`src/rtl/mcu8_pkg.sv`:
```
package mcu8_pkg;

   //////////////////////////////////////////////////
   // widths
   //////////////////////////////////////////////////
   typedef logic [17:0] inst_t;      // instruction word
   typedef logic [11:0] pc_t;        // program address
   typedef logic [7:0]  data_t;      // register / port value
   typedef logic [3:0]  reg_addr_t;  // s0..sF
   typedef logic [5:0]  op_t;        // instruction[17:12]
   typedef logic [4:0]  stack_ptr_t;

   // data ops, register form (lsb set gives the kk form)
   localparam op_t OP_LOAD      = 6'h00;
   localparam op_t OP_AND       = 6'h02;
   localparam op_t OP_OR        = 6'h04;
   localparam op_t OP_XOR       = 6'h06;
   localparam op_t OP_INPUT     = 6'h08;
   localparam op_t OP_ADD       = 6'h10;
   localparam op_t OP_ADDCY     = 6'h12;
   localparam op_t OP_SUB       = 6'h18;
   localparam op_t OP_SUBCY     = 6'h1A;
   localparam op_t OP_COMPARE   = 6'h1C;
   localparam op_t OP_COMPARECY = 6'h1E;
   localparam op_t OP_OUTPUT    = 6'h2C;

   //////////////////////////////////////////////////
   // program flow
   //////////////////////////////////////////////////
   localparam op_t OP_JUMP      = 6'h22;
   localparam op_t OP_CALL      = 6'h20;
   localparam op_t OP_RETURN    = 6'h25;

   // opcode bits [3:2] select the condition
   localparam op_t OP_JUMP_Z    = 6'h32;
   localparam op_t OP_JUMP_NZ   = 6'h36;
   localparam op_t OP_JUMP_C    = 6'h3A;
   localparam op_t OP_JUMP_NC   = 6'h3E;

   localparam op_t OP_CALL_Z    = 6'h30;
   localparam op_t OP_CALL_NZ   = 6'h34;
   localparam op_t OP_CALL_C    = 6'h38;
   localparam op_t OP_CALL_NC   = 6'h3C;

   localparam op_t OP_RETURN_Z  = 6'h31;
   localparam op_t OP_RETURN_NZ = 6'h35;
   localparam op_t OP_RETURN_C  = 6'h39;
   localparam op_t OP_RETURN_NC = 6'h3D;

   localparam logic [1:0] COND_Z  = 2'b00;
   localparam logic [1:0] COND_NZ = 2'b01;
   localparam logic [1:0] COND_C  = 2'b10;
   localparam logic [1:0] COND_NC = 2'b11;

   // call stack
   localparam stack_ptr_t STACK_DEPTH = 5'd31;
   localparam pc_t        RESET_PC    = 12'h000;

   // one instruction every two clocks
   typedef enum logic
   {
      ph_fetch,
      ph_exec
   } phase_t;

endpackage

```
`src/rtl/mcu8_dec_if.sv`:
```
`timescale 1ns/1ps

interface mcu8_dec_if import mcu8_pkg::*; ();

   // data path fields
   op_t        alu_op;
   logic       use_const;   // second operand is kk
   logic       use_carry;   // ADDCY / SUBCY / COMPARECY
   logic       writes_sx;
   logic       is_input;
   logic       is_output;
   reg_addr_t  sx;
   reg_addr_t  sy;
   data_t      kk;

   // flow fields
   pc_t        target;
   logic       is_jump;
   logic       is_call;
   logic       is_return;
   logic       cond_en;
   logic [1:0] cond_sel;    // z, nz, c, nc

   modport decoder (output alu_op, use_const, use_carry, writes_sx, is_input, is_output,
                    sx, sy, kk, target, is_jump, is_call, is_return, cond_en, cond_sel);

   modport alu (input alu_op, use_const, use_carry, writes_sx, is_input, is_output, sx, kk);

   modport seq (input target, is_jump, is_call, is_return, cond_en, cond_sel);

endinterface

```
`src/rtl/mcu8_decoder.sv`:
```
`timescale 1ns/1ps

module mcu8_decoder import mcu8_pkg::*;
(
   input  inst_t          instruction,
   mcu8_dec_if.decoder    dec
);

   op_t op;
   op_t op_reg;   // opcode with the kk bit cleared

   assign op     = instruction[17:12];
   assign op_reg = {op[5:1], 1'b0};

   // operand fields
   assign dec.sx        = instruction[11:8];
   assign dec.sy        = instruction[7:4];
   assign dec.kk        = instruction[7:0];
   assign dec.target    = instruction[11:0];
   assign dec.use_const = op[0];
   assign dec.cond_sel  = op[3:2];  // same encoding for jump, call and return

   //////////////////////////////////////////////////
   // data ops
   //////////////////////////////////////////////////
   always_comb
   begin
      dec.alu_op    = OP_LOAD;  // neutral for flow ops
      dec.writes_sx = 1'b0;
      dec.is_input  = 1'b0;
      dec.is_output = 1'b0;
      case (op_reg)
         OP_LOAD, OP_AND, OP_OR, OP_XOR, OP_ADD, OP_ADDCY, OP_SUB, OP_SUBCY:
         begin
            dec.alu_op    = op_reg;
            dec.writes_sx = 1'b1;
         end
         OP_COMPARE, OP_COMPARECY:
            dec.alu_op = op_reg;  // flags only
         OP_INPUT:
         begin
            dec.alu_op    = op_reg;
            dec.writes_sx = 1'b1;
            dec.is_input  = 1'b1;
         end
         OP_OUTPUT:
         begin
            dec.alu_op    = op_reg;
            dec.is_output = 1'b1;
         end
         default: ;
      endcase
   end

   assign dec.use_carry = (op_reg == OP_ADDCY) || (op_reg == OP_SUBCY) ||
                          (op_reg == OP_COMPARECY);

   //////////////////////////////////////////////////
   // program flow
   //////////////////////////////////////////////////
   always_comb
   begin
      dec.is_jump   = 1'b0;
      dec.is_call   = 1'b0;
      dec.is_return = 1'b0;
      dec.cond_en   = 1'b0;
      case (op)
         OP_JUMP:   dec.is_jump   = 1'b1;
         OP_CALL:   dec.is_call   = 1'b1;
         OP_RETURN: dec.is_return = 1'b1;
         OP_JUMP_Z, OP_JUMP_NZ, OP_JUMP_C, OP_JUMP_NC:
         begin
            dec.is_jump = 1'b1;
            dec.cond_en = 1'b1;
         end
         OP_CALL_Z, OP_CALL_NZ, OP_CALL_C, OP_CALL_NC:
         begin
            dec.is_call = 1'b1;
            dec.cond_en = 1'b1;
         end
         OP_RETURN_Z, OP_RETURN_NZ, OP_RETURN_C, OP_RETURN_NC:
         begin
            dec.is_return = 1'b1;
            dec.cond_en   = 1'b1;
         end
         default: ;
      endcase
   end

endmodule

```
`src/rtl/mcu8_regfile.sv`:
```
`timescale 1ns/1ps

module mcu8_regfile import mcu8_pkg::*;
(
   input  logic       clk,
   input  reg_addr_t  rd_a,
   input  reg_addr_t  rd_b,
   output data_t      rd_a_data,
   output data_t      rd_b_data,
   input  logic       wr_en,
   input  reg_addr_t  wr_addr,
   input  data_t      wr_data
);

   data_t regs [2 ** $bits(reg_addr_t)];  // s0..sF

   // both reads are combinational in the decode cycle
   assign rd_a_data = regs[rd_a];  // sx
   assign rd_b_data = regs[rd_b];  // sy

   // write-back at the end of the cycle after decode
   always_ff @(posedge clk)
   begin
      if (wr_en)
      begin
         regs[wr_addr] <= wr_data;
      end
   end

endmodule

```
`src/rtl/mcu8_alu.sv`:
```
`timescale 1ns/1ps

module mcu8_alu import mcu8_pkg::*;
(
   input  logic       clk,
   input  logic       rst,
   input  logic       decode_phase,
   input  logic       wb_phase,
   mcu8_dec_if.alu    dec,
   input  data_t      sx_data,
   input  data_t      sy_data,
   input  data_t      in_port,
   output logic       wr_en,
   output reg_addr_t  wr_addr,
   output data_t      wr_data,
   output data_t      out_port,
   output data_t      port_id,
   output logic       write_strobe,
   output logic       read_strobe,
   output logic       z_flag,
   output logic       c_flag
);

   data_t      opnd;
   logic       cin;
   logic [8:0] calc;     // bit 8 is carry or borrow
   logic       flag_op;
   logic       z_calc;

   // decode -> write-back stage
   data_t      res_q;
   data_t      port_q;
   logic       c_q;
   logic       z_q;
   logic       in_q;
   logic       wr_q;
   logic       upd_q;

   //////////////////////////////////////////////////
   // decode cycle
   //////////////////////////////////////////////////
   assign opnd = dec.use_const ? dec.kk : sy_data;
   assign cin  = dec.use_carry & c_flag;

   always_comb
   begin
      flag_op = 1'b1;
      case (dec.alu_op)
         OP_AND: calc = {1'b0, sx_data & opnd};  // logic ops clear C
         OP_OR:  calc = {1'b0, sx_data | opnd};
         OP_XOR: calc = {1'b0, sx_data ^ opnd};
         OP_ADD, OP_ADDCY:
            calc = {1'b0, sx_data} + {1'b0, opnd} + {8'd0, cin};
         OP_SUB, OP_SUBCY, OP_COMPARE, OP_COMPARECY:
            calc = {1'b0, sx_data} - {1'b0, opnd} - {8'd0, cin};
         default:
         begin
            calc    = {1'b0, opnd};  // load, flags untouched
            flag_op = 1'b0;
         end
      endcase
   end

   // carry forms keep Z only if the lower byte was zero too
   assign z_calc = (calc[7:0] == 8'h00) & (~dec.use_carry | z_flag);

   assign read_strobe = decode_phase & dec.is_input;
   assign port_id     = decode_phase ? opnd : port_q;

   always_ff @(posedge clk)
   begin
      if (decode_phase)
      begin
         res_q    <= calc[7:0];
         c_q      <= calc[8];
         z_q      <= z_calc;
         in_q     <= dec.is_input;
         wr_addr  <= dec.sx;
         port_q   <= opnd;
         out_port <= sx_data;
      end
   end

   always_ff @(posedge clk)
   begin
      if (rst)
      begin
         wr_q         <= 1'b0;
         upd_q        <= 1'b0;
         write_strobe <= 1'b0;
      end
      else
      begin
         write_strobe <= decode_phase & dec.is_output;  // single cycle
         if (decode_phase)
         begin
            wr_q  <= dec.writes_sx;
            upd_q <= flag_op;
         end
      end
   end

   //////////////////////////////////////////////////
   // write-back cycle
   //////////////////////////////////////////////////
   assign wr_en   = wb_phase & wr_q;
   assign wr_data = in_q ? in_port : res_q;  // in_port sampled here

   always_ff @(posedge clk)
   begin
      if (rst)
      begin
         c_flag <= 1'b0;
         z_flag <= 1'b0;
      end
      else if (wb_phase && upd_q)
      begin
         c_flag <= c_q;
         z_flag <= z_q;
      end
   end

   // output strobe of one instruction must not meet the input strobe of the next
   assert property (@(posedge clk) disable iff (rst) !(write_strobe && read_strobe));

endmodule

```
`src/rtl/mcu8_sequencer.sv`:
```
`timescale 1ns/1ps

module mcu8_sequencer import mcu8_pkg::*;
(
   input  logic       clk,
   input  logic       rst,
   mcu8_dec_if.seq    dec,
   input  logic       z_flag,
   input  logic       c_flag,
   output pc_t        address,
   output logic       bram_enable,
   output logic       decode_phase,
   output logic       wb_phase,
   output logic       fault_restart
);

   phase_t     phase;
   pc_t        pc;
   pc_t        pc_up;
   stack_ptr_t sp;        // number of entries in use
   stack_ptr_t sp_up;
   stack_ptr_t sp_dn;
   logic       cond_true;
   logic       go;
   logic       do_jump;
   logic       do_call;
   logic       do_ret;
   logic       full;
   logic       empty;

   pc_t stack_mem [STACK_DEPTH];  // return addresses

   assign address     = pc;
   assign bram_enable = (phase == ph_fetch);
   assign pc_up       = pc + 12'd1;
   assign sp_up       = sp + 5'd1;
   assign sp_dn       = sp - 5'd1;
   assign full        = (sp == STACK_DEPTH);
   assign empty       = (sp == 5'd0);

   //////////////////////////////////////////////////
   // branch condition
   //////////////////////////////////////////////////
   always_comb
   begin
      case (dec.cond_sel)
         COND_Z:  cond_true = z_flag;
         COND_NZ: cond_true = ~z_flag;
         COND_C:  cond_true = c_flag;
         COND_NC: cond_true = ~c_flag;
         default: cond_true = 1'b0;
      endcase
   end

   assign go      = ~dec.cond_en | cond_true;
   assign do_jump = dec.is_jump & go;
   assign do_call = dec.is_call & go;
   assign do_ret  = dec.is_return & go;

   // stack misuse restarts the whole core
   assign fault_restart = decode_phase & ((do_call & full) | (do_ret & empty));

   //////////////////////////////////////////////////
   // phase and pc
   //////////////////////////////////////////////////
   always_ff @(posedge clk)
   begin
      if (rst || fault_restart)
      begin
         phase        <= ph_exec;  // one idle cycle before the first fetch
         decode_phase <= 1'b0;
         wb_phase     <= 1'b0;
         pc           <= RESET_PC;
         sp           <= 5'd0;
      end
      else
      begin
         phase        <= (phase == ph_fetch) ? ph_exec : ph_fetch;
         decode_phase <= bram_enable;
         wb_phase     <= decode_phase;
         if (decode_phase)
         begin
            if (do_call)
            begin
               pc <= dec.target;
               sp <= sp_up;
            end
            else if (do_ret)
            begin
               pc <= stack_mem[sp_dn];
               sp <= sp_dn;
            end
            else if (do_jump)
               pc <= dec.target;
            else
               pc <= pc_up;
         end
      end
   end

   // push the address after the call
   always_ff @(posedge clk)
   begin
      if (decode_phase && do_call && !full)
      begin
         stack_mem[sp] <= pc_up;
      end
   end

   // the pointer never wraps past a full stack
   assert property (@(posedge clk) disable iff (rst) (full && !fault_restart) |=> !empty);

endmodule

```
`src/rtl/mcu8_core.sv`:
```
`timescale 1ns/1ps

module mcu8_core import mcu8_pkg::*;
(
   input  logic   clk,
   input  logic   rst,
   output pc_t    address,
   input  inst_t  instruction,
   output logic   bram_enable,
   input  data_t  in_port,
   output data_t  out_port,
   output data_t  port_id,
   output logic   write_strobe,
   output logic   read_strobe
);

   mcu8_dec_if dec_if ();

   data_t     sx_data;
   data_t     sy_data;
   logic      wr_en;
   reg_addr_t wr_addr;
   data_t     wr_data;
   logic      z_flag;
   logic      c_flag;
   logic      decode_phase;
   logic      wb_phase;
   logic      fault_restart;
   logic      alu_rst;

   assign alu_rst = rst | fault_restart;  // stack fault also clears flags

   //////////////////////////////////////////////////
   // decode and data path
   //////////////////////////////////////////////////
   mcu8_decoder u_decoder (
      .instruction (instruction),
      .dec         (dec_if.decoder)
   );

   mcu8_regfile u_regfile (
      .clk       (clk),
      .rd_a      (dec_if.sx),
      .rd_b      (dec_if.sy),
      .rd_a_data (sx_data),
      .rd_b_data (sy_data),
      .wr_en     (wr_en),
      .wr_addr   (wr_addr),
      .wr_data   (wr_data)
   );

   mcu8_alu u_alu (
      .clk          (clk),
      .rst          (alu_rst),
      .decode_phase (decode_phase),
      .wb_phase     (wb_phase),
      .dec          (dec_if.alu),
      .sx_data      (sx_data),
      .sy_data      (sy_data),
      .in_port      (in_port),
      .wr_en        (wr_en),
      .wr_addr      (wr_addr),
      .wr_data      (wr_data),
      .out_port     (out_port),
      .port_id      (port_id),
      .write_strobe (write_strobe),
      .read_strobe  (read_strobe),
      .z_flag       (z_flag),
      .c_flag       (c_flag)
   );

   // program counter and call stack
   mcu8_sequencer u_sequencer (
      .clk           (clk),
      .rst           (rst),
      .dec           (dec_if.seq),
      .z_flag        (z_flag),
      .c_flag        (c_flag),
      .address       (address),
      .bram_enable   (bram_enable),
      .decode_phase  (decode_phase),
      .wb_phase      (wb_phase),
      .fault_restart (fault_restart)
   );

endmodule

```
`config.mk`:
```
export PLATFORM = sky130hd
export DESIGN_NAME = mcu8_core
export DESIGN_NICKNAME = d
export VERILOG_FILES = /design/src/rtl/mcu8_pkg.sv /design/src/rtl/mcu8_dec_if.sv /design/src/rtl/mcu8_decoder.sv /design/src/rtl/mcu8_regfile.sv /design/src/rtl/mcu8_alu.sv /design/src/rtl/mcu8_sequencer.sv /design/src/rtl/mcu8_core.sv
export SDC_FILE = /design/constraint.sdc
export NUM_CORES = 1
export LEC_CHECK = 0
export ABC_AREA = 1
export BUFFER_PORTS_ARGS = -buffer_cell sky130_fd_sc_hd__buf_4
export CAP_MARGIN = 10
export CORE_AREA = 10 10 325 327
export DETAILED_ROUTE_END_ITERATION = 7
export DIE_AREA = 0 0 335 337
export GPL_TIMING_DRIVEN = 0
export SETUP_SLACK_MARGIN = 0.3
export SLEW_MARGIN = 20
export SYNTH_ARGS = -nofsm -noshare
export SYNTH_HDL_FRONTEND = slang
export SYNTH_SLANG_ARGS = --single-unit
```
`constraint.sdc`:
```
create_clock -name clk -period 6.2 [get_ports clk]
set_input_delay 0.62 -clock clk [delete_from_list [all_inputs] [get_ports clk]]
set_output_delay 0.62 -clock clk [all_outputs]
set_load 0.02 [all_outputs]
```
; After elaboration in Yosys (flattened, before gate mapping)
; Memories as Yosys holds them, arrays and structs flattened.
; Cells that the tools add are included.
[classes]
add_sub_neg = 7
multipliers = 0
div_mod_pow = 0
order_cmp = 0
eq_ne = 39
shift = 0
n_mux = 24
bitwise = 23
n_reduce_logical = 22
[op_table]
columns = op, n
row1 = $eq A6 B6 Y1 const B, 15
row2 = $pmux W9 S5, 1
row3 = $eq A6 B5 Y1 const B, 6
row4 = $mux W12, 3
row5 = $eq A5 B4 Y1 const B, 6
row6 = $mux W8, 3
row7 = $reduce_or A12 Y1, 2
row8 = $reduce_or A9 Y1, 2
row9 = $reduce_or A5 Y1, 3
row10 = $mux W1, 13
row11 = $add A12 B1 Y12 const B, 1
row12 = $eq A6 B3 Y1 const B, 2
row13 = $and A1 B1 Y1, 11
row14 = $eq A5 B2 Y1 const B, 2
row15 = $eq A5 B5 Y1 const B, 2
row16 = $mux W5, 2
row17 = $add A8 B8 Y9, 1
row18 = $add A9 B1 Y9, 1
row19 = $sub A8 B8 Y9, 1
row20 = $sub A9 B1 Y9, 1
row21 = $and A8 B8 Y8, 1
row22 = $logic_not A8 Y1, 1
row23 = $or A8 B8 Y8, 1
row24 = $xor A8 B8 Y8, 1
row25 = other kinds (21), 33
[totals]
ff_bits = 56
latch_bits = 0
ram_bits = 500
mem_bits_ro = 0
in_bits = 28
out_inout_bits = 31
n_memories = 2
[mem_list]
columns = name, words, word_bits, rd, rd_ports_with_merged_regs, write_ports, line
row1 = u_sequencer.stack_mem, 31, 12, 1, 0, 1, mcu8_sequencer.sv:31  ; pc_t stack_mem [STACK_DEPTH];
row2 = u_regfile.regs, 16, 8, 2, 0, 1, mcu8_regfile.sv:15  ; data_t regs [2 ** $bits(reg_addr_t)];

; Logic depth before layout (Yosys ltp)
[logic_depth]
depth_word = 10
ltp_mapped = 27

; By module
; A second synthesis with hierarchy kept.
[hier_totals]
hier_cells = 2882
hier_area_um2 = 27262.4
[modules_own_cells]
columns = module, instances, cells_each, area_each_um2, seq_area_each_um2
row1 = mcu8_sequencer, 1, 1565, 16992.5, 11571.1
row2 = mcu8_regfile, 1, 835, 6931.6, 3843.7
row3 = mcu8_alu, 1, 398, 2840.2, 950.9
row4 = mcu8_decoder, 1, 81, 486.7, 0.0
row5 = mcu8_core, 1, 3, 11.3, 0.0

; Least setup slack after synthesis
; No wires, ideal clock.
[synth_timing]
path_kind = input-to-reg
start = input instruction[9]
end = register u_alu.z_q (data pin)
setup_ps = 253
arrival_time_ps = 3353
required_ps = 5947
slack_ps = 2593
path_stages = 22
n_path_buf = 3
path_cell_list = buf_2 > inv_1 > buf_2 > clkbuf_1 > o21ai_0 > o22ai_1 > o211ai_1 > nand2_1 > fa_1 > fa_1 > nor2_1 > o21ai_0 > nand2_1 > nand2_1 > o21ai_0 > nor2_1 > nand3_1 > nand2_1 > nand3_1 > nor2_1 > nand3_1 > nor2_1
[synth_via]
elab_chain_len = 6
[synth_lines]
columns = item, line
row1 = "start, declared", mcu8_core.sv:8  ; input inst_t instruction,
row2 = $mem_v2 Z16 W8 (*), n/a
row3 = net sx_data[0], mcu8_core.sv:19  ; data_t sx_data;
row4 = $sub A8 B8 Y9 / $add A8 B8 Y9 (equally long branches), "mcu8_alu.sv:55, mcu8_alu.sv:53"
row5 = $sub A9 B1 Y9 / $add A9 B1 Y9 (equally long branches), "mcu8_alu.sv:55, mcu8_alu.sv:53"
row6 = $pmux W9 S5 (*), mcu8_alu.sv:48  ; case (dec.alu_op)
row7 = $logic_not A8 Y1 (*), mcu8_alu.sv:65  ; assign z_calc = (calc[7:0] == 8'h00) & (~dec.use_carry | z_flag);
row8 = $and A1 B1 Y1 (*), mcu8_alu.sv:65
row9 = net u_alu.z_calc, mcu8_alu.sv:28  ; logic z_calc;
row10 = "end signal, assigned", mcu8_alu.sv:76  ; z_q <= z_calc;
row11 = "end, declared", mcu8_alu.sv:34  ; logic z_q;
; The timed path passes the listed nets; every way through them passes the cells marked *.
; A chain may end at the register's enable or synchronous reset.

; Worst setup path after layout
[layout_timing]
start = input instruction[9]
end = register u_alu.z_q (data pin)
[layout_via]
elab_chain_len = 6
[layout_lines]
columns = item, line
row1 = $mem_v2 Z16 W8 (*), n/a
row2 = net sx_data[4], mcu8_core.sv:19
row3 = $sub A8 B8 Y9 / $add A8 B8 Y9 (equally long branches), "mcu8_alu.sv:55, mcu8_alu.sv:53"
row4 = $sub A9 B1 Y9 / $add A9 B1 Y9 (equally long branches), "mcu8_alu.sv:55, mcu8_alu.sv:53"
row5 = $pmux W9 S5 (*), mcu8_alu.sv:48
row6 = net u_alu.calc[7], mcu8_alu.sv:26  ; logic [8:0] calc;
row7 = $logic_not A8 Y1 (*), mcu8_alu.sv:65
row8 = $and A1 B1 Y1 (*), mcu8_alu.sv:65
row9 = net u_alu.z_calc, mcu8_alu.sv:28
; Marks and branches as above.

==> results.py <==
metrics = {
    "place": {
        "placed_area_mm2": 0.0280,
        "portBuffers": 56,
        "finalWeightedCongestion": 0.954,
        "place_ws_ps": 1340,
        "dp_cells": 3750,
        "dp_hpwl_mm": 59.6,
    },
    "sta": {
        "setup_violations": 0,
        "rsz0062_at_grt": "false",
        "slew_violations": 0,
        "max_clock_freq_mhz": 228,
        "period_share_pct": 70.7,
        "min_period_ps": 4390,
        "relSlewSlack_pct": 15.6,
        "fin_ws_ps": 1810,
        "hold_violations": 0,
        "tightest_slew_ps": 1270,
        "skew_ps": 61.5,
        "tns_ps": 0,
    },
    "clock_tree": {
        "clockBufferDepth": 3,
        "cts_made_buffers": 58,
        "cts_root_buf": "clkbuf_16",
        "cts_setup_buffers": 0,
        "clock_sinks": 556,
        "cts-resized-gates": 0,
        "h-tree-depth": 2,
        "worstSkewPairLatency_ps": 650,
        "postCtsHoldBufs": 0,
        "path_clk_slew_ps": 60,
        "tritoncts": "built",
    },
    "finish": {
        "stdcell_area_mm2": 0.0299,
        "layout-drive-gt1-share_pct": 13.3,
        "area_growth_pct": 17.3,
        "final-seq-area_mm2": 0.0164,
        "multi_input_area_mm2": 0.00807,
        "post-route-util_pct": 30.1,
        "n_antenna_cell": 0,
        "fin_cells": 3856,
        "nets": 2579,
        "fillers": 10217,
    },
    "yosys": {
        "yosysUniqueCellTypes": 49,
        "synth_edf_count": 523,
        "netlist_area_mm2": 0.0255,
        "syn_avg_cell_area_um2": 10.7,
        "synthArstFlopShare_pct": 0,
        "ys_warn_count": 0,
        "synth_commonest_cells": "edfxtp_1, nor2_1, nand2_1",
        "ys_seq_area_share_pct": 64.2,
        "synth_ff_type": "edfxtp_1",
        "synth.net_count": 2444,
        "ys_ff_latch": 556,
        "yosysTopAreaCellShare_pct": 61.6,
        "yosys.area.top_type": "edfxtp_1",
        "synthCells": 2377,
        "synth.area.top_cells": "edfxtp_1, o21ai_0, nor2_1",
        "synth.most_common_cell": "edfxtp_1",
    },
    "hold_path": {
        "hp-class": "in -> reg",
        "min_path_cells": 1,
        "hold_start": "instruction[9]",
        "hold_path_end": "u_alu.wr_addr[1]",
    },
    "detailed_routing": {
        "dr.pass1.iters": 6,
        "routed_wl_mm": 84.6,
        "postRouteAntennaNets": 0,
        "drc": 0,
        "via_per_inst": 5.04,
        "num_vias": 19416,
        "drt_iter0_markers": 2332,
        "wire_per_inst_um": 21.9,
    },
    "global_routing": {
        "grt-ovfl-total": 0,
        "first_global_vias": 18289,
        "grt_pass1_wl_mm": 122,
        "grtUsageTotal_pct": 14.3,
        "antenna_found_initial": 0,
        "grt_max_degree": 33,
    },
    "floorplanning": {
        "initial_core_util_pct": 25.7,
        "die_w_um": 335,
        "ios": 59,
        "dieArea_mm2": 0.113,
        "die-height_um": 337,
        "rows": 116,
        "core_area_mm2": 0.0993,
    },
    "worst_setup_path": {
        "worstPathMaxFanout": 10,
        "cp-start-kind": "input port",
        "r2r-end": "u_sequencer.address[7]",
        "critPathKind": "in -> reg",
        "end_kind": "flop",
        "worst_ep_required_time_ps": 6550,
        "ff2ff_setup_slack_ps": 1970,
        "reg2reg_depth": 16,
        "cp_data_arrival_time_ps": 4740,
        "rr_startpoint": "u_sequencer.sp[0]",
    },
    "pwr": {
        "p_leak_nw": 10.5,
        "vdd_drop_max_mv": 0.251,
        "power_density_mw_per_mm2": 284,
    },
    "job": {
        "cap_violations": 0,
    },
    "status": {
        "status": "complete, no violations",
    },
}
-- layout by cell type, fill, tap and decap left out, drive strengths merged, types with 8 or more instances in the layout --
cell type	synthesis	final
edfxtp	523	523
nor2	379	379
nand2	346	346
o21ai	336	336
nand3	174	174
buf	84	159
inv	124	127
clkbuf	58	125
o211ai	73	73
a21oi	69	69
o22ai	45	45
ha	35	35
dfxtp	33	33
o221ai	30	30
clkinv	1	29
nand4	14	14
mux2	8	8
xnor2	8	8
nor3	8	8
xor2	8	8
-- area by class of cell --
cell class / count / share of cell area, %
inverters: 125 / 1.60
plain buffers: 142 / 2.53
well taps: 1298 / 5.43
multi-input cells: 1554 / 27.0
repair buffers: 75 / 2.34
clock inverters: 39 / 1.37
flip-flops and latches: 556 / 54.8
clock buffers: 67 / 4.97
-- how the worst max path moves through the flow --
stage	from	end	slack [ps]	cells past startpoint
floorplan	instruction[9]	u_alu.z_q	2590	22
global placement	instruction[10]	u_alu.z_q	1340	19
detailed placement	instruction[9]	u_alu.z_q	1340	24
CTS	instruction[9]	u_alu.z_q	1960	24
global route	instruction[9]	u_alu.z_q	1650	24
finish	instruction[9]	u_alu.z_q	1810	21
-- power breakdown --
part           total [W]  switching [W]  internal, W  leakage (nW)
Sequential       0.00416      0.0000214      0.00413          5.09
Combinational   0.000850       0.000601     0.000249          4.50
Clock            0.00347        0.00153      0.00194         0.923
Total            0.00848        0.00215      0.00633          10.5
-- state kept, by name, summed over array words and instances (netlist names) --
name	cells
u_sequencer.phase	1
u_alu.c_q	1
u_sequencer.decode_phase	1
u_alu.z_flag	1
u_alu.res_q	8
u_alu.c_flag	1
u_sequencer.address	12
u_regfile.regs	128
u_alu.z_q	1
u_sequencer.stack_mem	372
u_sequencer.wb_phase	1
u_alu.port_q	8
u_alu.out_port	8
u_alu.write_strobe	1
u_alu.in_q	1
u_alu.wr_q	1
u_alu.wr_addr	4
u_sequencer.sp	5
u_alu.upd_q	1
-- worst max-delay path, stage by stage --
cell and delay (ps):
buf_4 110, buf_2 220, inv_1 100, buf_2 280
clkbuf_1 580, o21ai_0 190, o221ai_1 190, nand3_1 170
nand2_1 380, inv_1 120, ha_1 380, ha_1 350
a21o_1 210, a21oi_1 120, nor2_1 50, nor2_1 110
nand2_1 70, nand2_1 50, nand3_1 100, a21oi_2 230
nor2_1 70
-- cells by family after synthesis --
logic type      after synthesis  share of synthesized area (%)
fa+ha+maj                    39                           2.03
buf+inv                     267                           4.84
xor+xnor                     16                          0.668
mux                           8                          0.354
compound gates              560                           12.6
simple gates                931                           15.3
flops                       556                           64.2
-- layer usage --
| layer | part of all wire (%) | GRT usage [%] | vias to the layer above | routed length [um] |
|---|---|---|---|---|
| met3 | 9.8 | 3.18 | 208 | 8270 |
| met4 | 4.5 | 6.01 | 0 | 3820 |
| li1 | - | - | 8740 | - |
| met1 | 41 | 18.9 | 9359 | 34900 |
| met2 | 44 | 22.6 | 1109 | 37600 |
| met5 | 0 | 0 | - | 0 |
-- metrics by stage --
stage          total power [W]  hold slack (ps)
2_1_floorplan          0.00472              379
3_3_place_gp           0.00505              410
3_5_place_dp           0.00507              423
4_1_cts                0.00849              126
5_1_grt                0.00871              133
6_report               0.00848              153
No activity file was read; power rests on OpenSTA's default activity.
